[src/hw/fast_forward.sv]
module fast_forward #(
  parameter int ff_tap_cycles = 6400000
) (
  input  logic        clk_sys_36_864,
  input  logic        rst_n,
  input  logic        button_select,
  input  logic        ff_sound,
  input  logic [15:0] audio_in_l,
  input  logic [15:0] audio_in_r,
  output logic        ff_active,
  output logic [15:0] audio_l,
  output logic [15:0] audio_r
);

  localparam int cnt_w = $clog2(ff_tap_cycles + 1);

  logic             btn_q;
  logic             ff_latch;
  logic             tap_set;
  logic [cnt_w-1:0] hold_cnt;

  always_ff @(posedge clk_sys_36_864 or negedge rst_n) begin
    if (!rst_n) begin
      btn_q     <= 1'b0;
      ff_latch  <= 1'b0;
      tap_set   <= 1'b0;
      hold_cnt  <= '0;
      ff_active <= 1'b0;
    end else begin
      btn_q <= button_select;
      // Saturates so a very long hold never looks like a tap
      if (button_select && (hold_cnt != cnt_w'(ff_tap_cycles))) begin
        hold_cnt <= hold_cnt + 1'b1;
      end
      if (button_select && !btn_q) begin
        ff_latch <= 1'b0;
        hold_cnt <= '0;
      end
      if (!button_select && btn_q) begin
        tap_set <= 1'b0;
        // Short tap toggles the latch on every other press
        if ((hold_cnt < cnt_w'(ff_tap_cycles)) && !tap_set) begin
          tap_set  <= 1'b1;
          ff_latch <= 1'b1;
        end
      end
      ff_active <= button_select | ff_latch;
    end
  end

  assign audio_l = (ff_active && !ff_sound) ? '0 : audio_in_l;
  assign audio_r = (ff_active && !ff_sound) ? '0 : audio_in_r;

endmodule

[config.mk]
export PLATFORM = sky130hd
export DESIGN_NAME = fast_forward
export DESIGN_NICKNAME = d
export VERILOG_FILES = /design/src/hw/fast_forward.sv
export SDC_FILE = /design/constraint.sdc
export NUM_CORES = 1
export LEC_CHECK = 0
export ABC_AREA = 1
export BUFFER_PORTS_ARGS = -buffer_cell sky130_fd_sc_hd__buf_4
export CORE_AREA = 4 4 75 77
export CTS_BUF_LIST = sky130_fd_sc_hd__clkbuf_16
export CTS_CLUSTER_DIAMETER = 80
export DETAILED_ROUTE_END_ITERATION = 8
export DIE_AREA = 0 0 79 81
export PLACE_DENSITY = 0.72
export REMOVE_ABC_BUFFERS = 1
export SLEW_MARGIN = 20
export SYNTH_ARGS = -nofsm -noshare
export SYNTH_HDL_FRONTEND = slang
export SYNTH_SLANG_ARGS = --single-unit
export TNS_END_PERCENT = 10
[constraint.sdc]
create_clock -name clk_sys_36_864 -period 1.94 [get_ports clk_sys_36_864]
set_clock_uncertainty 0.15 [all_clocks]
set_input_delay 0.194 -clock clk_sys_36_864 [delete_from_list [all_inputs] [get_ports clk_sys_36_864]]
set_output_delay 0.194 -clock clk_sys_36_864 [all_outputs]
set_load 0.005 [all_outputs]
## Word level (Yosys, flattened, before mapping)

Cells that the tools add are included.

| storage, ports and cells | value |
|---|---|
| register bits | 27 |
| input bits | 36 |
| output and inout port bits | 33 |
| logic and storage cells | 27 |

| operators by class | value |
|---|---|
| add/subtract/negate cells | 1 |
| magnitude comparators | 1 |
| equality and inequality tests | 1 |
| mux-type cells | 8 |
| bitwise operators | 1 |
| reductions and logical operators | 10 |

Operators with widths:

| kind | number |
|---|---|
| $mux 23 | 2 |
| $mux 16 | 2 |
| $add 23x1->23 const B | 1 |
| $lt 23x23->1 const B | 1 |
| $ne 23x23->1 const B | 1 |
| $logic_and 1x1->1 | 5 |
| $logic_not 1->1 | 4 |
| $mux 1 | 4 |
| $reduce_bool 2->1 | 1 |
| $or 1x1->1 | 1 |

## Logic depth before layout (Yosys ltp)

| depth | value |
|---|---|
| word-level depth | 5 |
| mapped depth | 13 |
| mapped depth without buffers | 12 |

## Least setup slack after synthesis

No wires, ideal clock.

| timing | value |
|---|---|
| path type | register to register |
| start point | register hold_cnt[0] |
| end point | register hold_cnt[14] |
| setup time | 0.118 ns |
| arrival | 1.422 ns |
| required time | 1.672 ns |
| path slack | 0.250 ns |
| stages on the path, launching flop included | 13 |
| buffers on the path | 1 |
| clock period less this slack | 1.690 ns |
| cells stage by stage | dfrtp_1 > inv_1 > ha_1 > inv_1 > nor2_1 > nand2_1 > nor2_1 > nand3_2 > nand2_2 > inv_1 > buf_2 > nand4_1 > nand2_1 |

| on the way | value |
|---|---|
| word-level cells in the longest chain between the ends | 3 |
| elaborated cells on any way between the ends | 6 |
| those cells by class | add/sub: 1; eq/ne: 1; mux: 2; reduce/logical: 2 |

RTL lines:

| element | RTL line | source |
|---|---|---|
| start: declaration | 20 | `logic [cnt_w-1:0] hold_cnt;` |
| start signal: assignment | 33 | `hold_cnt <= hold_cnt + 1'b1;` |
| $add 23x1->23 or $ne 23x23->1 (tied branches) | 33, 32 |  |
| $mux 23 or $logic_and 1x1->1 (tied branches) | 32 | `if (button_select && (hold_cnt != cnt_w'(ff_tap_cycles))) begin` |
| $mux 23 or $reduce_bool 2->1 (tied branches) | n/a |  |

Several ways; a longest one is shown, not always the timed one. The select of a mux whose other input is x is not followed.
A chain may end at the register's enable or synchronous reset.

## Worst setup path after layout

| timing | value |
|---|---|
| start point | register hold_cnt[0] |
| end point | register hold_cnt[16] |

Same word-level chain as after synthesis.

==> summary.md <==
| Metric | Value |
|---|---|
| Status | finished clean |
| Post-route cell area | 2840 um^2 |
| Hold WS | 0.230 ns |
| Post-synth top area share | 32.9% |
| Overall routed net length | 5930 um |
| Pin slew with the least headroom to its limit | 0.359 ns |
| Largest family of logic cells by synthesized area | simple AND/OR/NAND/NOR gates |
| ANT nets after route | 0 |
| Ys async rst share | 100% |
| DRC Markers | 0 |
| Leading cell types by total area after synthesis | dfrtp_1 33%, nand2_1 18%, nor2_1 15% |
| Die X | 79 um |
| TritonCTS buffer count | 3 |
| I/O Buffers | 68 |
| Final TNS setup | 0 ns |
| Die area | 6400 um^2 |
| Synth Area per Inst | 6.08 um^2 |
| Clock buffer depth | 2 |
| Compound-cell area share of the yosys netlist | 2.31% |
| Setup Viol. Count Final | 0 |
| CTS H-tree lvls | 1 |
| Post-synth EDFFs | 0 |
| # rows | 26 |
| Final hold violations | 0 |
| Worst vdd ir | 0.389 mV |
| Antenna violations before repair | 0 |
| Worst EP required | 1.94 ns |
| Post-Synth XOR/XNOR Area | 4.26% |
| Nets | 456 |
| Fin. max-slew vios | 0 |
| Total placed instance area | 2650 um^2 |
| Die Y | 81 um |
| Top-count cell post-synth | nand2_1 |
| F_max | 536 MHz |
| CORE AREA | 5010 um^2 |
| Placer Congestion | 0.919 |
| Final Cycle Share | 96.2% |
| Critical path capture point type | register |
| Worst path arrival time | 1.87 ns |
| Number of synthesized register bits | 27 |
| Critical Path Fanout Max | 8 |
| First drt pass iteration count | 4 |
| Diode count | 0 |
| Syn Inst Count | 338 |
| Share of cells above drive strength 1 | 25.2% |
| Vias in the first global route | 2212 |
| Top FF cell, synth | dfrtp_1 |
| Min Tclk post-route | 1.87 ns |
| Static leakage | 1.56 nW |
| Unique masters post-synth | 26 |
| FF+latch area | 677 um^2 |
| Tightest Hold Check Type | input port to asynchronous set/reset pin |
| Total track usage | 19.0% |
| DR iter-0 viols | 111 |
| RSZ-0062 raised after global routing | yes |
| Multi-input logic area | 1140 um^2 |
| Clock latency on the worst-skew pair | 0.26 ns |
| Clock transition at the registers of the reported paths | 0.07 ns |
| List of most frequent post-synthesis cells | 100 x nand2_1, 82 x nor2_1, 55 x inv_1, 27 x dfrtp_1, 22 x nand3_1 |
| Largest area contributor in the netlist | dfrtp_1 |
| Mux share of post-synthesis cell area | 0% |
| Mapped cell area | 2060 um^2 |
| Post-Synth Simple-Gate Area | 46.0% |
| Layout area overhead | 38.2% |
| Dpl hpwl | 4450 um |
| R2R setup slack | 0.07 ns |
| Startpoint types | register |
| Vias | 2352 |
| # clock sinks | 27 |
| FILL cells | 504 |
| CTS root buf | clkbuf_16 |
| GRT Residual Overflow | 0 |
| Vias per cell | 4.83 |
| Max_slew headroom | 76.1% |
| Routed wire length per instance | 12.2 um |
| CTS tree | yes |
| Seq/Total Area, Yosys | 32.9% |
| Largest net degree at the start of global routing | 28 |
| Adder-cell share of the synthesized area | 1.22% |
| Pwr Density | 515 nW/um^2 |
| Synth warn | 0 |
| Max_cap viols | 0 |
| First-pass GRT wire length | 9780 um |
| Kind of critical path | register to register |
| IO Pins | 69 |
| Starting Density | 41.0% |
-- report_power, final --
group          internal [mW]  leakage (nW)  switching, mW
Sequential             0.589         0.363         0.0282
Combinational          0.195          1.16          0.184
Clock                  0.276        0.0423          0.191
Total                   1.06          1.56          0.402
-- layout make-up --
cell class / instances / area share [%]
sequential: 27 / 23.8
clock buffer: 3 / 2.64
timing repair buffer: 82 / 22.1
inverter: 58 / 8.23
multi-input combinational: 246 / 40.0
clock inverter: 1 / 0.132
tap: 70 / 3.08
-- registers in the layout, indices dropped and copies added (netlist names) --
| register | cells |
|---|---|
| tap_set | 1 |
| ff_active | 1 |
| btn_q | 1 |
| ff_latch | 1 |
| hold_cnt | 23 |
-- metrics by stage --
step	std cells	power [mW]	util (%)	setup slack [ns]
6_report	487	1.46	56.7	0.0743
5_1_grt	487	1.55	56.7	-0.0414
4_1_cts	483	1.44	55.2	0.0394
3_5_place_dp	475	0.961	52.9	0.0169
3_3_place_gp	475	0.954	52.9	0.0807
2_1_floorplan	331	0.760	-	0.0839
-- critical path: stages, from the launching register on --
cell and delay, ns:
dfrtp_2 0.44, inv_2 0.10, ha_4 0.13, inv_2 0.03, nor2_2 0.08, nand2_1 0.06, nor2_1 0.12, nand3_2 0.13
nand2_4 0.13, clkinvlp_4 0.10, buf_6 0.15, nand4_1 0.07, nand2_1 0.06
-- metal layers --
layer  global-route usage (%)  share of wire, %  vias up
met5                        0                 0        -
met4                     3.78               1.1        0
li1                         -                 -     1172
met1                     22.5                41     1054
met2                     34.9                47      118
met3                     4.66                11        8
-- repair_timing --
action                                  4_1_cts  5_1_grt
setup buffers                                 2        4
endpoints found under the setup margin        2       22
hold endpoints to repair                     28        0
hold buffers                                  2        0
pin swaps                                     0        5
resized for setup                             1       17
-- cells in the final DEF (no fill, tap or decap), drive strengths merged --
master | netlist | final
o211ai | 1 | 1
nor2 | 84 | 84
clkinvlp | 0 | 1
ha | 2 | 2
and2 | 1 | 1
buf | 4 | 80
nand4 | 12 | 12
xor2 | 10 | 10
a21oi | 1 | 1
clkbuf | 3 | 3
inv | 58 | 57
nand2 | 105 | 105
o21ai | 4 | 4
dfrtp | 27 | 27
nand3 | 23 | 23
o21bai | 2 | 2
clkinv | 0 | 1
nand3b | 1 | 1
dlygate4sd3 | 0 | 2
-- worst paths after layout --
kind | to | depth (start not counted) | start
max | hold_cnt[16]$_DFFE_PN0P_ | 12 | hold_cnt[0]$_DFFE_PN0P_
min in group clk_sys_36_864 | ff_active$_DFF_PN0_ | 2 | ff_latch$_DFF_PN0_
max in group asynchronous | hold_cnt[0]$_DFFE_PN0P_ | 2 | rst_n
min | hold_cnt[21]$_DFFE_PN0P_ | 2 | rst_n
max reg2reg | hold_cnt[16]$_DFFE_PN0P_ | 12 | hold_cnt[0]$_DFFE_PN0P_
min reg2reg | ff_active$_DFF_PN0_ | 2 | ff_latch$_DFF_PN0_
-- cell families after synthesis --
group | Yosys count
DFF | 27
xor gates and xnor gates | 10
and+or+nand+nor | 226
adders and majority gates | 2
AOI/OAI and AO/OA | 8
buffers and inverters | 65
No activity file was read; power rests on OpenSTA's default activity.
