--- src/hw/swan_video_pkg.sv ---
package swan_video_pkg;

  // Visible screen geometry
  localparam int screen_w = 224;
  localparam int screen_h = 144;

  // One bank holds a full visible frame
  localparam int frame_pixels = screen_w * screen_h;
  localparam int pix_addr_w = 15;

  // Beam counter limits, 401 ticks per line and 258 lines per frame
  localparam int h_last = 400;
  localparam int v_last = 257;

  // Horizontal blank window
  localparam int hbl_end = 31;
  localparam int hbl_start = hbl_end + screen_w;

  // Vertical blank window
  localparam int vbl_end = 66;
  localparam int vbl_start = vbl_end + screen_h;

  // Sync placement in pixel ticks and lines
  localparam int hs_start = 320;
  localparam int hs_end = 352;
  localparam int vs_line_on = 1;
  localparam int vs_line_off = 4;

  // Three-frame average, roughly x * 4/3 / 4 to stretch 6 bits up to 8
  localparam int blend_mul = 21845;
  localparam int blend_div = 16384;

  typedef struct packed {
    logic [3:0] r;
    logic [3:0] g;
    logic [3:0] b;
  } pixel_rgb_t;

  // Raw word for memory, nibbles for the blend math
  typedef union packed {
    logic [11:0] raw;
    pixel_rgb_t  rgb;
  } pixel_word_t;

  typedef enum logic [1:0] {
    blend_off   = 2'd0,
    blend_two   = 2'd1,
    blend_three = 2'd2
  } blend_mode_t;

  // Bank number, 0 to 2
  typedef logic [1:0] bank_idx_t;

endpackage

--- src/hw/flicker_blend.sv ---
module flicker_blend (
  input  logic                        clk_sys_36_864,
  input  logic                        rst_n,
  input  logic                        pix_load,
  input  swan_video_pkg::blend_mode_t blend_mode,
  input  swan_video_pkg::pixel_word_t bank0_q,
  input  swan_video_pkg::pixel_word_t bank1_q,
  input  swan_video_pkg::pixel_word_t bank2_q,
  input  swan_video_pkg::bank_idx_t   cur_bank,
  input  swan_video_pkg::bank_idx_t   last_bank,
  output logic [7:0]                  video_r,
  output logic [7:0]                  video_g,
  output logic [7:0]                  video_b
);

  swan_video_pkg::pixel_word_t rgb_now;
  swan_video_pkg::pixel_word_t rgb_last;

  function automatic swan_video_pkg::pixel_word_t pick_bank(swan_video_pkg::bank_idx_t idx);
    case (idx)
      2'd0:    return bank0_q;
      2'd1:    return bank1_q;
      default: return bank2_q;
    endcase
  endfunction

  // One colour channel, nibbles in and an 8-bit level out
  function automatic logic [7:0] blend_chan(input logic [3:0] now, input logic [3:0] last,
                                            input logic [3:0] c0, input logic [3:0] c1,
                                            input logic [3:0] c2);
    logic [4:0]  sum2;
    logic [5:0]  sum3;
    logic [7:0]  level3;
    logic [23:0] scaled;
    sum2   = 5'(now) + 5'(last);
    sum3   = 6'(c0) + 6'(c1) + 6'(c2);
    level3 = {sum3, sum3[5:4]};
    scaled = (24'(level3) * 24'(swan_video_pkg::blend_mul)) / 24'(swan_video_pkg::blend_div);
    case (blend_mode)
      swan_video_pkg::blend_off: return {now, now};
      swan_video_pkg::blend_two: return {sum2, sum2[4:2]};
      default:                   return scaled[7:0];
    endcase
  endfunction

  always_comb begin
    rgb_now  = pick_bank(cur_bank);
    rgb_last = pick_bank(last_bank);
  end

  always_ff @(posedge clk_sys_36_864 or negedge rst_n) begin
    if (!rst_n) begin
      video_r <= '0;
      video_g <= '0;
      video_b <= '0;
    end else if (pix_load) begin
      video_r <= blend_chan(rgb_now.rgb.r, rgb_last.rgb.r,
                            bank0_q.rgb.r, bank1_q.rgb.r, bank2_q.rgb.r);
      video_g <= blend_chan(rgb_now.rgb.g, rgb_last.rgb.g,
                            bank0_q.rgb.g, bank1_q.rgb.g, bank2_q.rgb.g);
      video_b <= blend_chan(rgb_now.rgb.b, rgb_last.rgb.b,
                            bank0_q.rgb.b, bank1_q.rgb.b, bank2_q.rgb.b);
    end
  end

endmodule

--- config.mk ---
export PLATFORM = sky130hd
export DESIGN_NAME = flicker_blend
export DESIGN_NICKNAME = d
export VERILOG_FILES = /design/src/hw/swan_video_pkg.sv /design/src/hw/flicker_blend.sv
export SDC_FILE = /design/constraint.sdc
export NUM_CORES = 1
export LEC_CHECK = 0
export ABC_AREA = 1
export BUFFER_PORTS_ARGS = -buffer_cell sky130_fd_sc_hd__buf_2
export CAP_MARGIN = 20
export CELL_PAD_IN_SITES_DETAIL_PLACEMENT = 0
export CELL_PAD_IN_SITES_GLOBAL_PLACEMENT = 1
export CORE_ASPECT_RATIO = 1.75
export CORE_MARGIN = 2
export CORE_UTILIZATION = 40
export DETAILED_ROUTE_END_ITERATION = 7
export PLACE_DENSITY_LB_ADDON = 0.12
export SYNTH_ARGS = -nofsm -noshare
export SYNTH_HDL_FRONTEND = slang
export SYNTH_SLANG_ARGS = --single-unit
--- constraint.sdc ---
create_clock -name clk_sys_36_864 -period 0.8 [get_ports clk_sys_36_864]
set_input_delay 0.04 -clock clk_sys_36_864 [delete_from_list [all_inputs] [get_ports clk_sys_36_864]]
set_output_delay 0.04 -clock clk_sys_36_864 [all_outputs]
set_load 0.01 [all_outputs]
# ---- Word level (Yosys, flattened, before mapping)
# Cells that the tools add are included.
dict set report totals {
  register_bits 24
}
dict set report classes {
  addsub 9
  n_mul 3
  eq_ne 3
  mux 5
  reduce_logical 3
}
# cell count
set op_table {}
lappend op_table {{$mul A8 B15 Y22 const B} 3}
lappend op_table {{$pmux W12 S2} 2}
lappend op_table {{$pmux W8 S2} 3}
lappend op_table {{$add A4 B4 Y5} 6}
lappend op_table {{$add A5 B4 Y6} 3}
lappend op_table {{$eq A2 B1 Y1 const B} 3}
lappend op_table {{$logic_not A2 Y1} 3}

# ---- Longest topological paths before layout
dict set report depth {
  word_depth 4
  mapped_depth 26
  mapped_depth_nobuf 26
}

# ---- Worst setup path after synthesis
# No wires, ideal clock.
dict set report synth_timing {
  path_type {input port to flip-flop}
  start {in bank0_q[5] (netlist bit)}
  end {reg video_g[7]}
  setup_time_ns 0.073
  arrival_time_ns 4.306
  t_required_ns 0.727
  slack_ns -3.579
  stages 22
  path_cell_list {fa_1 > ha_1 > fa_1 > xor2_1 > ha_1 > inv_1 > fa_1 > fa_1 > inv_1 > fa_1 > ha_1 > nand2_1 > inv_1 > a21oi_1 > nor2_1 > nor2_1 > nor2_1 > nor2_1 > nand2_1 > nand2_1 > nand3_1 > a21oi_2}
}
dict set report synth_via {
  elab_chain_cells 4
  elab_cells_between_ends 7
  cone_classes {add/sub: 3; mul: 1; mux: 3}
}
# item line_no
set synth_lines {}
lappend synth_lines {{start, declared} flicker_blend.sv:6} ;# input swan_video_pkg::pixel_word_t bank0_q,
lappend synth_lines {{$add A4 B4 Y5} flicker_blend.sv:36} ;# sum3 = 6'(c0) + 6'(c1) + 6'(c2);
lappend synth_lines {{$add A5 B4 Y6} flicker_blend.sv:36}
lappend synth_lines {{$mul A8 B15 Y22} flicker_blend.sv:38} ;# scaled = (24'(level3) * 24'(swan_video_pkg::blend_mul)) / 24'(swan_video_pkg::blend_div);
lappend synth_lines {{$pmux W8 S2 (*)} flicker_blend.sv:39} ;# case (blend_mode)
lappend synth_lines {{end signal, assigned} flicker_blend.sv:59} ;# video_g <= blend_chan(rgb_now.rgb.g, rgb_last.rgb.g,
lappend synth_lines {{end, declared} flicker_blend.sv:12} ;# output logic [7:0] video_g,
# Mark *: on every way between the ends. The rest lies on a longest branch, timed or not.
# A chain may end at the register's enable or synchronous reset.

# ---- Worst setup path after layout
dict set report layout_timing {
  start {in bank1_q[5] (netlist bit)}
  end {reg video_g[7]}
}
dict set report layout_via {
  elab_chain_cells 4
  elab_cells_between_ends 7
  cone_classes {add/sub: 3; mul: 1; mux: 3}
}
# item line_no
set layout_lines {}
lappend layout_lines {{start, declared} flicker_blend.sv:7} ;# input swan_video_pkg::pixel_word_t bank1_q,
lappend layout_lines {{$add A4 B4 Y5} flicker_blend.sv:36}
lappend layout_lines {{$add A5 B4 Y6} flicker_blend.sv:36}
lappend layout_lines {{$mul A8 B15 Y22} flicker_blend.sv:38}
lappend layout_lines {{$pmux W8 S2 (*)} flicker_blend.sv:39}
# Marked as above.

==> run summary <==
antenna-violating nets left = 0
Slowest cell on crit path = fa_1
hold depth = 4
Layout Skew = 0 ns
FF/Latch Area = 601 sq um
critical path class = input port to flop
Initial Util = 40.7%
RSZ-0062 raised after global routing = yes
f_max = 0.228 GHz
DRC viols = 0
floorplan die width = 98.1 um
worst hold path type = input port to flop
top cell type's share of synthesized area = 24.8%
Synth cell types = 45
Synth Warn # = 0
CP endpoint kind = flop
Startpoint Class = input port
crit path DAT = 4.58 ns
dpl hpwl = 18400 um
#FFs+latches synth = 24
dpl cells = 1308
share of post-route cells with drive strength above 1 = 45.8%
Synth area leader = ha_1
antenna violations before repair = 0
fin cells = 1356
Root Buffer = clkbuf_16
vias post-DR = 6907
clk_lat worst skew = 0.26 ns
Crit path buffers/inverters = 4
drt pass-1 iters = 4
Synth top cells by count = 149 x nand2_1, 131 x inv_1, 123 x ha_1
final hold slack = 0.228 ns
Critical R2R Launch = video_g[1]
nets = 1381
violated checks = setup timing
Crit path required time = 0.99 ns
status = finished, violations left
relative max-transition margin = 72.3%
CTS tree = yes
Synth Area per Inst = 7.27 sq um
CP Max Fanout = 3
largest net degree at the start of global routing = 25
die area = 16500 sq um
hold path start = pix_load
Final Max Tran Viols = 0
Synth Cell Area = 6200 sq um
number of flops mapped to enable cells by yosys = 0
placed cell areas = 8600 sq um
ys async rst share = 100%
Worst Tran Pin Value = 0.415 ns
leading cell type by number of instances after synthesis = nand2_1
num ports = 69
Final Hold Viols = 0
area growth from synthesis to layout = 58.2%
WL per Instance = 16.0 um
footprint of the multi-input gates = 5940 sq um
max_cap viols = 0
crit-path cells = buf_8 > fa_1 > ha_2 > fa_2 > ha_4 > inv_2 > fa_2 > fa_1 > xnor2_1 > ha_2 > a21o_1 > ha_4 > nand2_4 > buf_4 > nor2_4 > inv_2 > nor3_4 > nand3b_1 > nand3b_1 > nand3_2 > a21oi_2
Worst path max stage delay = 0.57 ns
Tcrit/Tclk final = 549%
I/O Buffers = 68
global route overflow = 0
CTS clock-pin slew for the worst setup and hold paths = 0.06 ns
Main synth FF type = dfrtp_1
DR iter-0 viols = 274
Tmin final = 4.39 ns
synth top area cells = ha_1 25%, fa_1 14%, dfrtp_1 9.7%
CTS Buf Count = 3
Worst path depth = 21
Critical Path Source = bank1_q[5]
drt via density = 5.09
Rows = 60
Syn Nets = 1062
routability cong. = 0.937
Worst R2R Path Depth = 3
Clock Path Buffers = 2
H-Tree Depth = 1
sequential area share after synthesis = 9.69%
vias in the first global route = 7374
worst setup margin = -3.59 ns
global-route wire length before repair = 34700 um
height of the die = 169 um
filler instances = 1352
n_diodes = 0
Routed WL = 21700 um
post-route cell area = 9810 sq um
All-Layer GR Usage = 25.9%
CP delay by family, top = adder cells
Cells after Synth = 852
# setup viols final = 48
Core ar. = 15200 sq um
CTS Sinks = 24
==> cells by family (layout without fill, tap and decap cells) <==
kind of cell | count (synthesis) | after routing | synth area share, %
AO/OA/AOI/OAI | 149 | 149 | 15.7
XOR/XNOR | 24 | 24 | 3.39
adder cells (fa/ha/maj) | 165 | 165 | 38.4
buffers and inverters | 152 | 470 | 9.45
flip-flops | 24 | 24 | 9.69
AND/OR/NAND/NOR | 338 | 338 | 23.3
==> layout by cell type, fill, tap and decap left out, drive strengths merged, types with 24 or more instances in the layout <==
master / netlist / routed
buf: 6 / 327
nand2: 153 / 153
inv: 136 / 136
ha: 123 / 123
nor2: 110 / 110
a21oi: 76 / 76
nand3: 49 / 49
fa: 42 / 42
o21ai: 25 / 25
dfrtp: 24 / 24
==> worst min-delay path: cells and delay by family <==
kind | cells | cell delay, ns
buffers and inverters | 2 | 0.20
AO/OA/AOI/OAI | 2 | 0.20
==> sequential cells by signal, summed over array words and instances (netlist names) <==
register,cells
video_b,8
video_g,8
video_r,8
==> cell type report <==
type | instances | share of cell area [%]
clock buffer | 4 | 0.906
inverter | 138 | 5.37
multi-input combinational | 676 | 60.5
sequential | 24 | 6.12
tap | 186 | 2.37
timing repair buffer | 328 | 24.7
==> per-stage QoR <==
| step | setup TNS, ns | setup WS [ns] | utilization, % |
|---|---|---|---|
| CTS | -83.67 | -3.58 | 61.4 |
| detailed placement | -92.52 | -3.99 | 56.5 |
| finish | -85.06 | -3.59 | 64.3 |
| global route | -89.52 | -3.81 | 64.3 |
| floorplan | -80.75 | -3.47 | - |
| global placement | -91.14 | -3.97 | 56.5 |
==> metal layers <==
layer,share of wire [%],global-route usage (%),vias up
li1,-,-,3479
met1,35,25.2,3281
met2,60,57.4,109
met3,1.5,0.702,38
met4,2.9,5.68,0
met5,0,0,-
==> final timing paths <==
kind	endpoint	slack, ns
max	video_g[7]	-3.59
min	video_b[4]	0.23
max reg2reg	video_g[1]	-0.02
min reg2reg	video_r[3]	0.52
max in group asynchronous	video_g[2]	0.21
min in group asynchronous	video_b[1]	0.33
==> repair_timing <==
| item | in CTS | in global routing |
|---|---|---|
| hold buffers | 1 | 0 |
| gates resized for setup | 103 | 85 |
| setup buffers | 33 | 11 |
| hold endpoints to repair | 24 | 0 |
| pin swaps | 88 | 82 |
| endpoints found under the setup margin | 48 | 48 |
Power is left out: the tool's default activity adds up to more than one toggle a clock period on the data nets, which glitch-free logic cannot reach.
