--- src/hw/swan_video_pkg.sv ---
package swan_video_pkg;

  // Visible screen geometry
  localparam int screen_w = 224;
  localparam int screen_h = 144;

  // One bank holds a full visible frame
  localparam int frame_pixels = screen_w * screen_h;
  localparam int pix_addr_w = 15;

  // Beam counter limits, 401 ticks per line and 258 lines per frame
  localparam int h_last = 400;
  localparam int v_last = 257;

  // Horizontal blank window
  localparam int hbl_end = 31;
  localparam int hbl_start = hbl_end + screen_w;

  // Vertical blank window
  localparam int vbl_end = 66;
  localparam int vbl_start = vbl_end + screen_h;

  // Sync placement in pixel ticks and lines
  localparam int hs_start = 320;
  localparam int hs_end = 352;
  localparam int vs_line_on = 1;
  localparam int vs_line_off = 4;

  // Three-frame average, roughly x * 4/3 / 4 to stretch 6 bits up to 8
  localparam int blend_mul = 21845;
  localparam int blend_div = 16384;

  typedef struct packed {
    logic [3:0] r;
    logic [3:0] g;
    logic [3:0] b;
  } pixel_rgb_t;

  // Raw word for memory, nibbles for the blend math
  typedef union packed {
    logic [11:0] raw;
    pixel_rgb_t  rgb;
  } pixel_word_t;

  typedef enum logic [1:0] {
    blend_off   = 2'd0,
    blend_two   = 2'd1,
    blend_three = 2'd2
  } blend_mode_t;

  // Bank number, 0 to 2
  typedef logic [1:0] bank_idx_t;

endpackage

--- src/hw/video_timing.sv ---
module video_timing #(
  parameter int pix_div = 6
) (
  input  logic                                  clk_sys_36_864,
  input  logic                                  rst_n,
  output logic                                  pix_load,
  output logic                                  hsync,
  output logic                                  vsync,
  output logic                                  hblank,
  output logic                                  vblank,
  output logic                                  frame_end,
  output logic [swan_video_pkg::pix_addr_w-1:0] rd_addr
);

  localparam int div_w = (pix_div > 1) ? $clog2(pix_div) : 1;

  typedef logic [8:0] coord_t;

  logic [div_w-1:0] div_cnt;
  logic             pix_ce;
  coord_t           x;
  coord_t           y;
  logic             line_end;

  // Pixel clock divider
  always_ff @(posedge clk_sys_36_864 or negedge rst_n) begin
    if (!rst_n) begin
      div_cnt <= '0;
      pix_ce  <= 1'b0;
    end else begin
      if (div_cnt == div_w'(pix_div - 1)) begin
        div_cnt <= '0;
      end else begin
        div_cnt <= div_cnt + 1'b1;
      end
      pix_ce <= (div_cnt == '0);
    end
  end

  assign pix_load = (div_cnt == '0);

  assign line_end = (x == coord_t'(swan_video_pkg::h_last));

  // Last tick of the last line
  assign frame_end = pix_ce && line_end && (y == coord_t'(swan_video_pkg::v_last));

  // Beam position
  always_ff @(posedge clk_sys_36_864 or negedge rst_n) begin
    if (!rst_n) begin
      x <= '0;
      y <= '0;
    end else if (pix_ce) begin
      if (line_end) begin
        x <= '0;
        if (y == coord_t'(swan_video_pkg::v_last)) begin
          y <= '0;
        end else begin
          y <= y + 1'b1;
        end
      end else begin
        x <= x + 1'b1;
      end
    end
  end

  // Blanks and syncs, evaluated on the divider-zero cycle
  always_ff @(posedge clk_sys_36_864 or negedge rst_n) begin
    if (!rst_n) begin
      hblank <= 1'b1;
      vblank <= 1'b1;
      hsync  <= 1'b0;
      vsync  <= 1'b0;
    end else if (pix_load) begin
      if (x == coord_t'(swan_video_pkg::hbl_start)) begin
        hblank <= 1'b1;
      end
      if (x == coord_t'(swan_video_pkg::hbl_end)) begin
        hblank <= 1'b0;
      end
      if (y == coord_t'(swan_video_pkg::vbl_end)) begin
        vblank <= 1'b0;
      end
      if (y >= coord_t'(swan_video_pkg::vbl_start)) begin
        vblank <= 1'b1;
      end
      if (x == coord_t'(swan_video_pkg::hs_start)) begin
        hsync <= 1'b1;
        // vsync edges line up with the start of hsync
        if (y == coord_t'(swan_video_pkg::vs_line_on)) begin
          vsync <= 1'b1;
        end
        if (y == coord_t'(swan_video_pkg::vs_line_off)) begin
          vsync <= 1'b0;
        end
      end
      if (x == coord_t'(swan_video_pkg::hs_end)) begin
        hsync <= 1'b0;
      end
    end
  end

  // Frame read address walks the visible area only
  always_ff @(posedge clk_sys_36_864 or negedge rst_n) begin
    if (!rst_n) begin
      rd_addr <= '0;
    end else if (pix_ce) begin
      if (vblank) begin
        rd_addr <= '0;
      end else if (!hblank) begin
        rd_addr <= rd_addr + 1'b1;
      end
    end
  end

endmodule

--- config.mk ---
export PLATFORM = sky130hd
export DESIGN_NAME = video_timing
export DESIGN_NICKNAME = d
export VERILOG_FILES = /design/src/hw/swan_video_pkg.sv /design/src/hw/video_timing.sv
export SDC_FILE = /design/constraint.sdc
export NUM_CORES = 1
export LEC_CHECK = 0
export ABC_CLOCK_PERIOD_IN_PS = 2420
export BUFFER_PORTS_ARGS = -buffer_cell sky130_fd_sc_hd__buf_4
export CORE_UTILIZATION = 25
export DETAILED_ROUTE_END_ITERATION = 8
export GPL_TIMING_DRIVEN = 0
export PLACE_DENSITY = 0.48
export SYNTH_ARGS = -nofsm -noshare
export SYNTH_HDL_FRONTEND = slang
export SYNTH_SLANG_ARGS = --single-unit
--- constraint.sdc ---
create_clock -name clk_sys_36_864 -period 2.42 [get_ports clk_sys_36_864]
set_input_delay 0.484 -clock clk_sys_36_864 [delete_from_list [all_inputs] [get_ports clk_sys_36_864]]
set_output_delay 0.484 -clock clk_sys_36_864 [all_outputs]
set_load 0.02 [all_outputs]
After elaboration in Yosys (flattened, before gate mapping)
Cells that the tools add are included.

storage, ports and cells
  output and inout bits = 21
  register bits = 41
  bits in writable memories = 0
  bits in read-only memories = 0
  memories = 0
  logic and storage cells = 51
  latch bits = 0
  bits of input ports = 2

cells by class
  $lt $le $gt $ge = 1
  muxes and demuxes = 13
  eq/ne operators = 11
  shift operators = 0
  bitwise logic cells = 0
  $mul = 0
  div/mod/pow operators = 0
  add/subtract/negate cells = 4
  reduce and logical (&&, ||, !) cells = 13

operators with widths
  cell                                                    number
  == test 9 bit (second input constant)                   4
  2-to-1 mux 15 bit                                       2
  adder 9 x 1 -> 9 bit (second input constant)            2
  2-to-1 mux 9 bit                                        2
  adder 15 x 1 -> 15 bit (second input constant)          1
  AND reduction 2 bit                                     5
  == test 9 x 1 -> 1 bit (second input constant)          1
  == test 9 x 3 -> 1 bit (second input constant)          1
  == test 9 x 5 -> 1 bit (second input constant)          1
  == test 9 x 7 -> 1 bit (second input constant)          1
  == test 9 x 8 -> 1 bit (second input constant)          1
  >= comparator 9 x 8 -> 1 bit (second input constant)    1
  2-to-1 mux 1 bit                                        8
  nonzero test 2 bit                                      4
  adder 3 x 1 -> 3 bit (second input constant)            1
  == test 3 bit (second input constant)                   1
  logical NOT 3 bit                                       1
  2-to-1 mux 3 bit                                        1
  AND reduction 3 bit                                     1
  logical AND 1 bit                                       2
  inequality test 2 x 1 -> 1 bit (second input constant)  1

Depth between registers and ports, before layout
Gate-level depths: netlist of the first run.

  depth after elaboration = 3
  mapped depth = 7

Worst setup path before layout of the first run
No wires, ideal clock.

  path type = register to output
  from = reg y[5]
  to = out frame_end
  stages on the path, launching flop included = 5
  required time = 1.936 ns
  setup slack = 0.241 ns
  buffers on the path = 1
  arrival time = 1.695 ns
  path through = dfrtp_1 -> or3_1 -> or4_1 -> buf_2 -> nor2_1

on the way
  longest elaborated chain between the ends = 2

RTL lines
  what                    line                RTL
  from (decl)             video_timing.sv:22  coord_t y;
  from (signal assigned)  video_timing.sv:58  y <= y + 1'b1;
  == test 9 bit           video_timing.sv:45  assign frame_end = pix_ce && line_end && (y == coord_t'(swan_video_pkg::v_last));
  logical AND 1 bit       video_timing.sv:45
  to (decl)               video_timing.sv:11  output logic frame_end,

Every way passes these cells.

Worst setup path after layout of the first run
  from = reg y[4]
  to = out frame_end

Same word-level chain as after synthesis.

==> results of run 1 <==
## sequential cells by signal, indices dropped and copies added (netlist names)
name	cells
rd_addr	15
x	9
y	9
div_cnt	3
hblank	1
hsync	1
pix_ce	1
vblank	1
vsync	1
## layout by cell type, fill, tap and decap left out, drive strengths merged, types with 4 or more instances in the layout
cell	count
nor3	10
nand2	17
xor2	5
o2bb2ai	4
buf	28
nor2	17
clkbuf	10
o21ai	9
xnor2	6
or4	5
a21oi	16
or3	5
nand2b	4
nand4	8
nand3	16
dfrtp	39
inv	14
ha	8
## cell families (layout without fill, tap and decap cells)
kind of cell               Yosys count  count (layout)  share of synthesized area (%)
and+or+nand+nor                    101             101                           25.6
adders and majority gates            8               8                           4.57
DFF                                 41              41                           46.9
AOI/OAI and AO/OA                   44              44                           12.5
muxes                                4               4                           1.88
buffers and inverters               23              55                           4.11
xor gates and xnor gates            11              11                           4.39
## layer usage
metal	vias to the layer above	global-route usage [%]	share of wire, %
li1	901	-	-
met1	831	16.6	50
met2	40	18.0	43
met3	12	2.63	4.5
met4	0	4.60	2.0
met5	-	0	0
## final timing paths
kind                                 end  slack, ns
max                            frame_end       0.11
max in group asynchronous           y[3]       1.86
max reg2reg                  rd_addr[14]       0.49
min                           rd_addr[4]       0.16
min in group clk_sys_36_864        hsync       0.51
min reg2reg                        hsync       0.51
## per-stage QoR
| step | std cells | power (mW) |
|---|---|---|
| 6_report | 369 | 1.35 |
| 5_1_grt | 369 | 1.41 |
| 4_1_cts | 370 | 1.38 |
| 3_5_place_dp | 359 | 0.714 |
| 3_3_place_gp | 359 | 0.714 |
| 2_1_floorplan | 232 | 0.698 |
## repair_timing
| item | 4_1_cts | 5_1_grt |
|---|---|---|
| endpoints found under the setup margin | 1 | 1 |
| buffers inserted | 4 | 0 |
| hold buffers | 0 | 0 |
| cloned | 0 | 0 |
| pin swaps | 0 | 1 |
| resized for setup | 8 | 4 |
## worst max-delay path, delay by kind of cell (launching register included)
| family | cells | cell delay, ns |
|---|---|---|
| buffers and inverters | 1 | 0.12 |
| DFF | 1 | 0.41 |
| and+or+nand+nor | 3 | 1.00 |
## layout make-up
| cell class | count | area share [%] |
|---|---|---|
| plain buffers | 7 | 1.08 |
| clock buffers | 5 | 2.58 |
| clock inverters | 3 | 2.44 |
| inverters | 14 | 1.97 |
| multi-input cells | 168 | 40.9 |
| flip-flops and latches | 41 | 38.7 |
| well taps | 105 | 4.92 |
| repair buffers | 26 | 7.45 |
## power by group through the flow
stage | clock network, mW | logic (mW) | registers [mW]
after detailed placement | 0 | 0.0159 | 0.698
final | 0.655 | 0.0142 | 0.684
after floorplan | 0 | 0.000000387 | 0.698
after global placement | 0 | 0.0158 | 0.698
after CTS | 0.682 | 0.0159 | 0.685
after global routing | 0.712 | 0.0172 | 0.685
==> flow_results.org, run 1 <==
** Drt
- DR vias :: 1784
- The detail route stage leaves a number of antenna-violating nets equal to 0.
- The detailed router finished its first iteration with 68 violations.
- For this run, design rule violations remaining after detail routing come to 0.
- Dividing the detail-routed via count by the number of cells gives 4.83.
- For this run, the detailed router's first-pass iteration total came to 4.
- Routed len/inst :: 13.1 microns
- The final layout contains routed wiring with a total length of 4820 microns.

** Critical path
- Worst path max stage delay :: 0.54 ns
- For the worst flop-to-flop path, the logic depth is 5.
- CP Data Arrival Time :: 1.83 ns
- Startpoint Class :: flip-flop
- For the worst setup path, the data required time is 1.94 ns.
- Worst Path Max Fanout :: 2
- Traced cell by cell, the critical path runs through or3_1, or4_4, nor2_4, buf_6.
- Slowest cell on crit path :: sky130_fd_sc_hd__or4_4
- The worst setup path is of the reg -> out kind.
- Critical path origin :: y[4]
- STA classifies the critical path endpoint as an output port.
- FF-to-FF Start :: rd_addr[0]

** Timing
- The worst path meets setup with 0.107 ns of slack.
- The number of hold violations in the final report is 0.
- Fmax :: 432 MHz
- Final number of setup-violating endpoints :: 0
- The tightest hold path in the finished design has a slack of 0.165 ns.
- Worst max-slew margin expressed relative to the limit :: 53.4%
- On the final layout, the worst clock skew is 0.00371 ns.
- RSZ-0062 raised after global routing :: no
- The worst path in the final design needs a cycle of 2.31 ns, including I/O delays and setup.
- Setup TNS :: 0 ns
- At the pin with the least slew margin, the transition time is 0.693 ns.
- The final count of pins violating max slew was 0.
- In the finished design, the share of the clock period the worst path needs comes to 95.6%.

** Layout
- Multi-input logic area :: 0.00109 sq mm
- Finished Cell Area :: 0.00267 sq mm
- The number of antenna diodes in the final layout is 0.
- From synthesis to final layout, the design area changed by 21.9%.
- Number of nets in the final layout :: 273
- The filler cells instantiated in the layout total 884.
- Fraction of layout cells with a size suffix above 1 :: 20.8%
- Summing all flip-flop and latch instances after layout gives 0.00103 sq mm.
- Final core utilization :: 32.0%

** GRT
- Initial antenna violation count :: 0
- Global routing finished with a remaining overflow of 0.
- Entering global routing, the biggest net connects 42 pins.
- Global-route wire length before repair :: 8510 microns
- Across every metal layer, demand over resource in global routing totals 12.0%.
- The via count of the first global-routing pass was 1683.

** Power
- Combinational logic is responsible for 1.0% of the overall power.
- Across the VDD grid, the largest voltage drop is 0.178 mV.
- The share of total power dissipated in the clock network is 48.4%.
- Power density relative to cell area :: 507 mW/mm^2
- Sequential power share :: 50.6%
- Switching power :: 258 uW
- Lkg Pwr :: 1.13 nW
- Of the total power, the share spent switching nets is 19.1%.
- Internal power :: 1.10 mW

** Floorplanning
- Die Span Y :: 95.6 microns
- The core region is 0.00834 sq mm.
- For this configuration, the core starts out at a cell density of 26.3%.
- During I/O placement, the number of pins put on the boundary was 23.
- After floorplanning, the core was divided into 33 placement rows.
- The die is 95.6 microns wide.
- The die covers 0.00915 sq mm.

** Place
- OpenSTA, run right after detailed placement, puts the worst setup slack at 0.151 ns.
- The wire-length estimate of the detail-placed layout is 3400 microns.
- During placement, the flow inserted port buffers numbering 22.
- Once placement finished, the instance area stood at 0.00249 sq mm.
- Routability-driven placement finished with a final weighted congestion of 0.740.

** Clocking
- Clock tree synthesis inserted a total of 5 buffers.
- Buffers from clock root to sink, at most :: 2
- Later-pin clock latency in the skew report :: 0.29 ns
- Cell at the root of the clock tree :: sky130_fd_sc_hd__clkbuf_8
- The tree built by TritonCTS fans out to 41 sinks.
- After clock tree synthesis, the clock-pin slew on the worst setup and hold paths is 0.08 ns.
- Maximum level of the CTS H-tree :: 2
- TritonCTS clock tree :: done

** Synthesis
- Number of instances in the synthesized netlist :: 232
- Summing the sequential cell areas from Yosys gives 46.9% of the chip area.
- Synthesis instantiated 43 different standard cells from the library.
- The mapped netlist covers 0.00219 sq mm.
- Total nets after synthesis :: 242
- For this run, the number of Yosys warnings is 0.
- The average instance in the mapped netlist occupies 9.45 sq um.
- The top cell type by area accounts for 44.5% of the synthesized area.
- Most instantiated library cell after synthesis :: sky130_fd_sc_hd__dfrtp_1
- Counting flops with a built-in enable in the synthesized netlist gives 0.
- Leading post-synthesis cells by cell area :: sky130_fd_sc_hd__dfrtp_1, sky130_fd_sc_hd__ha_1, sky130_fd_sc_hd__a21oi_1, sky130_fd_sc_hd__nand3_1, sky130_fd_sc_hd__nand2_1
- Synth async-reset ratio :: 100%
- Commonest cells in the netlist :: sky130_fd_sc_hd__dfrtp_1, sky130_fd_sc_hd__nand2_1, sky130_fd_sc_hd__nor2_1
- Among all flip-flop cells after synthesis, the most frequent one is sky130_fd_sc_hd__dfrtp_1.
- After synthesis the netlist holds a flip-flop and latch count of 41.
- Cell type contributing the most total cell area after synthesis :: sky130_fd_sc_hd__dfrtp_1

** Status
- The run finished with clean final reports.

** Hold path
- The path class of the tightest hold or removal check is in -> async.

** Run
- The tool flagged a number of max-cap violations equal to 0.
Note: power is estimated with default switching activity, not from simulation.
==> run 2: changes to the inputs <==
--- a/config.mk
+++ b/config.mk
@@ -10,7 +10,7 @@
 export CORE_UTILIZATION = 25
 export DETAILED_ROUTE_END_ITERATION = 8
 export GPL_TIMING_DRIVEN = 0
-export PLACE_DENSITY = 0.48
+export PLACE_DENSITY_LB_ADDON = 0.25
 export SYNTH_ARGS = -nofsm -noshare
 export SYNTH_HDL_FRONTEND = slang
 export SYNTH_SLANG_ARGS = --single-unit
==> run 2 against run 1 <==
Effect of this change:
- maximum frequency fell by 1.9%
- sequential share of layout area fell by 0.054 points
- combinational power barely moved
- cell count rose by 1.6%
- routed wire length rose by 6.7%
- hold slack got worse by 0.014 ns
- non-clock buffer count rose by 6
- cell area rose by 0.14%
- sequential cell count did not move
- largest power group unchanged
==> flow_results.org, run 2 (synthesized netlist as in run 1, its figures left out) <==
** Power
- Power density relative to cell area :: 441 mW/mm^2
- Lkg Pwr :: 1.15 nW
- Worst supply voltage drop on vdd :: 0.173 mV

** Layout
- In the final layout, the share of cells above drive strength 1 is 21.9%.
- The register with the most flip-flops in the layout has 15 of them.
- Top reg by flops :: rd_addr
- Leading registers by flop count :: rd_addr x15, x x9, y x9
- The repair_antennas step left the layout with diodes totalling 0.
- From synthesis to final layout, the design area changed by 22.0%.
- Count of placed standard cells in the final layout, fillers left out :: 375
- Leading cell types in the layout, fill and taps excluded :: sky130_fd_sc_hd__dfrtp_1, sky130_fd_sc_hd__buf_4, sky130_fd_sc_hd__nor2_1, sky130_fd_sc_hd__nand2_1, sky130_fd_sc_hd__a21oi_1
- Cells fill 32.1% of the core in the end.
- Finished Cell Area :: 0.00268 sq mm
- For this run, the post-layout net count is 279.
- Most common cell after layout, fill and taps aside :: sky130_fd_sc_hd__dfrtp_1

** Timing
- At the pin with the least slew margin, the transition time is 0.770 ns.
- Worst max-slew margin expressed relative to the limit :: 48.3%
- Skew final :: 0.00905 ns
- The number of hold violations in the final report is 0.
- After layout, the minimum clock period comes to 2.36 ns.
- Setup violations remaining at the end of the flow were counted as 0.
- Final Max Slew Viols :: 0
- Fmax :: 424 MHz
- Setup TNS :: 0 ns
- Of the available clock period, the critical path in the final layout requires 97.4%.

** Drt
- In this run, the number of DRC markers left after iteration 0 of detailed routing was 82.
- Via density per instance :: 4.85
- Wires add up to 5140 microns.
- In this run the remaining antenna-violating nets after routing total 0.
- After detailed routing, the number of remaining DRC violations is 0.
- For this run, the detailed router's first-pass iteration total came to 4.
- Dividing the detail-routed wire length by the instance count gives 13.7 microns.
- The routed layout has 1819 vias.

** GRT
- Initial antenna violation count :: 0
- Total congestion overflow :: 0
- Pin count of the biggest net entering global routing :: 42
- Vias in the first global route :: 1763
- The first global-routing pass estimated 8790 microns of wire.
- Total track usage :: 12.5%

** Critical path
- Category of cells accounting for the largest share of critical-path delay :: simple AND/OR/NAND/NOR gates
- Setup CP Type :: reg -> out
- Kind of capture point of the worst setup path :: output port
- R2R depth :: 5
- STA puts the critical path data arrival time at 1.87 ns.
- Buffering stage count on the worst path with inverters included :: 2
- STA classifies the critical path startpoint as a flip-flop.
- For this design, the slowest cell found on the critical path is sky130_fd_sc_hd__or4_4.
- Worst Path Max Fanout :: 5
- Critical-path cell list :: or2_2, or4_4, buf_6, nor2_1, buf_4
- Required arrival time at the worst endpoint :: 1.94 ns
- Counting buffers and inverters, the worst setup path is 5 cells deep.
- Worst path max stage delay :: 0.49 ns

** Clocking
- Maximum level of the CTS H-tree :: 2
- CTS placed an instance of sky130_fd_sc_hd__clkbuf_8 at the clock tree root.
- In this run, CTS created clock tree buffers numbering 5.
- For the worst-skew pair, the clock arrives at the later sink with an insertion delay of 0.30 ns.
- The clock passes through at most 2 buffers.
- Clk sinks :: 41
- After clock tree synthesis, the clock-pin slew on the worst setup and hold paths is 0.09 ns.
- TritonCTS clock tree :: done

** Place
- Buffers placed on the I/O ports in this run total 22.
- The placed instances occupy a cell area of 0.00249 sq mm.
- Global placement routability congestion :: 0.770
- Number of placed instances with taps included :: 359
- HPWL after DPL :: 3400 microns

** Status
- Result of the run :: finished, final reports clean

** Floorplanning
- Total core area :: 0.00834 sq mm
- For this configuration, the core starts out at a cell density of 26.3%.
- The die covers 0.00915 sq mm.
- Die Span Y :: 95.6 microns
- Die X-Extent :: 95.6 microns
- Site Rows :: 33
- Number of placed I/O pins :: 23

** Hold path
- The tightest min-delay check is of the in -> async type.

** Run
- Count of maximum capacitance violations :: 0
run 2: cell count changes in the layout (fill, tap and decap cells not counted), sizes merged:
cell,change
buf,+6
clkinv,-1
clkbuf,+3
bufinv,-2
run 2: where the power goes:
part / switching (mW) / internal, mW / total, mW
Combinational: 0.0132 / 0.00107 / 0.0143
Sequential: 0 / 0.684 / 0.684
Clock: 0.249 / 0.233 / 0.482
run 2: final cells by class:
| class | instances | area, sq um |
|---|---|---|
| plain buffers | 8 | 40.0 |
| fillers | 895 | 5670 |
| clock buffers | 8 | 90.1 |
| well taps | 105 | 131 |
| multi-input cells | 168 | 1090 |
| flip-flops and latches | 41 | 1030 |
| repair buffers | 31 | 233 |
| inverters | 14 | 52.6 |
run 2: final timing paths:
path                                  from     endpoint  slack, ns
worst max-delay path                  y[2]    frame_end       0.06
min in group clk_sys_36_864          hsync        hsync       0.50
worst max register to register  rd_addr[0]  rd_addr[14]       0.46
worst min-delay path                 rst_n   rd_addr[2]       0.15
worst min register to register       hsync        hsync       0.50
max in group asynchronous            rst_n         y[2]       1.86
run 2: routing by layer:
layer	track usage, %	wire length [microns]	vias up
met5	0	0	-
met3	3.59	235	6
met4	2.99	49	0
li1	-	-	906
met2	19.8	2300	36
met1	16.7	2560	871
run 2: through the flow:
stage	hold slack [ns]	total power, mW	worst slack, ns
global route	0.193	1.24	-0.0177
global placement	0.484	0.714	0.187
finish	0.151	1.18	0.0623
detailed placement	0.483	0.714	0.185
floorplan	0.188	0.698	0.241
CTS	0.181	1.20	0.00671
run 2: repair_timing:
action                     4_1_cts  5_1_grt
pin swaps                        1        0
setup endpoints to repair        1        1
buffers inserted                 5        4
hold buffers                     0        0
gates resized for setup          5        6
==> run 3: changes to the inputs <==
--- a/config.mk
+++ b/config.mk
@@ -11,6 +11,7 @@
 export DETAILED_ROUTE_END_ITERATION = 8
 export GPL_TIMING_DRIVEN = 0
 export PLACE_DENSITY_LB_ADDON = 0.25
+export REMOVE_ABC_BUFFERS = 1
 export SYNTH_ARGS = -nofsm -noshare
 export SYNTH_HDL_FRONTEND = slang
 export SYNTH_SLANG_ARGS = --single-unit
==> run 3 against run 2 <==
Effect of this change:
- first-iteration DRC count is 11% lower
- sequential share of layout area is 0.84 points higher
- largest power group unchanged
- maximum frequency is 0.25% lower
- routed wire length is 9.1% lower
- clock power is 11% higher
- critical endpoint unchanged
- die area stayed put
- largest cell class unchanged
- highest routed layer unchanged
- power is 4.5% higher
==> flow_results.org, run 3 (synthesized netlist as in run 1, its figures left out) <==
** Status
- The flow ran to the end, and the final reports show no timing, DRC or antenna violations.

** Drt
- Starting DRT DRC Count :: 73
- Residual DRC :: 0
- Summed over all layers, the routed wires come to 4670 microns.
- DR pass1 iterations :: 4
- Routed len/inst :: 12.8 microns
- Via density per instance :: 4.86
- The final route contains 1768 vias.
- In this run the remaining antenna-violating nets after routing total 0.

** Layout
- In the final layout, the multi-input gates occupy 0.00108 sq mm.
- Final core utilization :: 31.4%
- Number of nets in the final layout :: 269
- Leading cell types in the layout, fill and taps excluded :: sky130_fd_sc_hd__dfrtp_1, sky130_fd_sc_hd__buf_4, sky130_fd_sc_hd__nor2_1, sky130_fd_sc_hd__nand2_1
- The library cell used most frequently in the layout, excluding fill and tap cells, is sky130_fd_sc_hd__dfrtp_1.
- Number of diodes added for antenna fixing :: 0
- Fraction of layout cells with a size suffix above 1 :: 19.7%
- The sequential cells in the finished layout cover a total of 0.00103 sq mm.
- Layout Area Growth over Synthesis :: 19.3%
- Number of flip-flops in the largest register :: 15
- In the final layout, the registers with the most flip-flops are rd_addr x15, x x9, y x9.
- Ranked by flip-flop count, first place goes to rd_addr.
- Fill count :: 890

** GRT
- Total congestion overflow :: 0
- The first global-routing pass estimated 7960 microns of wire.
- The via count of the first global-routing pass was 1698.
- Entering global routing, the biggest net connects 42 pins.
- Global routing consumed, over all layers together, 11.1% of the routing resources.
- The initial antenna violation count came to 0.

** Clocking
- Clock-pin slew on the worst setup and hold paths :: 0.08 ns
- Clk sinks :: 41
- Later-pin clock latency in the skew report :: 0.29 ns
- Buffers from clock root to sink, at most :: 2
- Clock tree synthesis selected as its root buffer the cell sky130_fd_sc_hd__clkbuf_8.
- Hold-fix buffers at CTS :: 0
- Clock tree synthesis inserted a total of 5 buffers.
- The H-tree was split into 2 levels.
- TritonCTS built the clock tree.

** Floorplanning
- The die covers 0.00915 sq mm.
- The floorplan has 33 rows.
- Die Span Y :: 95.6 microns
- In this run the horizontal extent of the chip is 95.6 microns.
- The initial utilization of the core area, before any placement, comes to 26.3%.
- Number of placed I/O pins :: 23
- Total core area :: 0.00834 sq mm

** Timing
- Setup TNS :: 0 ns
- Derived from the worst setup path, the maximum achievable clock frequency is 423 MHz.
- Transition time of the tightest slew-check pin :: 0.683 ns
- The final count of pins violating max slew is 0.
- Shortest period the worst path allows :: 2.36 ns
- Final period utilization :: 97.7%
- The worst pin sits at a relative slew slack of 54.1%.
- Final count of hold timing violations :: 0
- The clock arrives with 0.00428 ns of skew.
- Final number of setup-violating endpoints :: 0
- Worst Hold Margin :: 0.166 ns

** Critical path
- Of all nets on the critical path, the largest fanout is 7.
- Setup CP Type :: reg -> out
- CP Data Arrival Time :: 1.88 ns
- Required arrival time at the worst endpoint :: 1.94 ns
- Startpoint Class :: flip-flop
- The worst setup path is captured at an output port.

** Hold path
- Worst min-delay path category :: in -> async

** Place
- Routability-driven placement finished with a final weighted congestion of 0.756.
- The wire-length estimate of the detail-placed layout is 3200 microns.
- Quantity of I/O buffers inserted on ports :: 22

** Power
- Summed over all cells, the static leakage comes to 1.12 nW.
- Power density relative to cell area :: 472 mW/mm^2
- The worst-case IR drop observed on VDD is 0.167 mV.
- Post-layout total power :: 1.23 mW

** Run
- Across the run, the number of max-cap violations was 0.
run 3: changes by cell type in the layout (fill, tap and decap cells not counted), sizes merged:
cell and delta:
buf -5, clkbuf -8, clkinv +1, bufinv +1
run 3: layout make-up:
| type | count | area share, % |
|---|---|---|
| Timing Repair Buffer | 29 | 8.33 |
| Clock buffer | 5 | 2.63 |
| Multi-Input combinational cell | 168 | 41.2 |
| Inverter | 14 | 2.01 |
| Clock inverter | 2 | 1.34 |
| Tap cell | 105 | 5.02 |
| Sequential cell | 41 | 39.5 |
run 3: where the power goes:
group | switching (mW) | internal (mW) | total [mW]
combinational | 0.0132 | 0.00107 | 0.0142
sequential | 0 | 0.684 | 0.684
clock | 0.235 | 0.300 | 0.536
run 3: worst paths after layout:
kind,start,end,slack [ns],cells after the start
worst max-delay path,y[4],frame_end,0.06,4
worst min-delay path,rst_n,rd_addr[13],0.17,1
worst max register to register,pix_ce,rd_addr[14],0.23,4
worst min register to register,div_cnt[0],div_cnt[0],0.52,1
max in group asynchronous,rst_n,y[2],1.84,1
min in group clk_sys_36_864,div_cnt[0],div_cnt[0],0.52,1
run 3: routing by layer:
metal  GRT usage (%)  up-vias  part of all wire [%]
met4            2.99        0                  0.56
li1                -      888                     -
met5               0        -                     0
met1            14.8      854                    52
met2            17.9       24                    44
met3            2.55        2                   3.8
run 3: metrics by stage:
step	instance area [sq um]	setup slack [ns]	cells
2_1_floorplan	2150	0.215	223
3_3_place_gp	2450	0.135	350
3_5_place_dp	2450	0.133	350
4_1_cts	2570	0.00979	358
5_1_grt	2620	-0.00220	364
6_report	2620	0.0564	364
run 3: critical path: stages, from the launching register on:
cell	delay, ns
sky130_fd_sc_hd__dfrtp_2	0.45
sky130_fd_sc_hd__or3_1	0.36
sky130_fd_sc_hd__or4_4	0.52
sky130_fd_sc_hd__nor2_1	0.11
sky130_fd_sc_hd__buf_4	0.16
run 3: timing repair:
action / in CTS / in global routing
gates resized for setup: 4 / 0
cloned: 0 / 0
setup buffers: 1 / 6
endpoints found under the setup margin: 1 / 1
pin swaps: 1 / 1
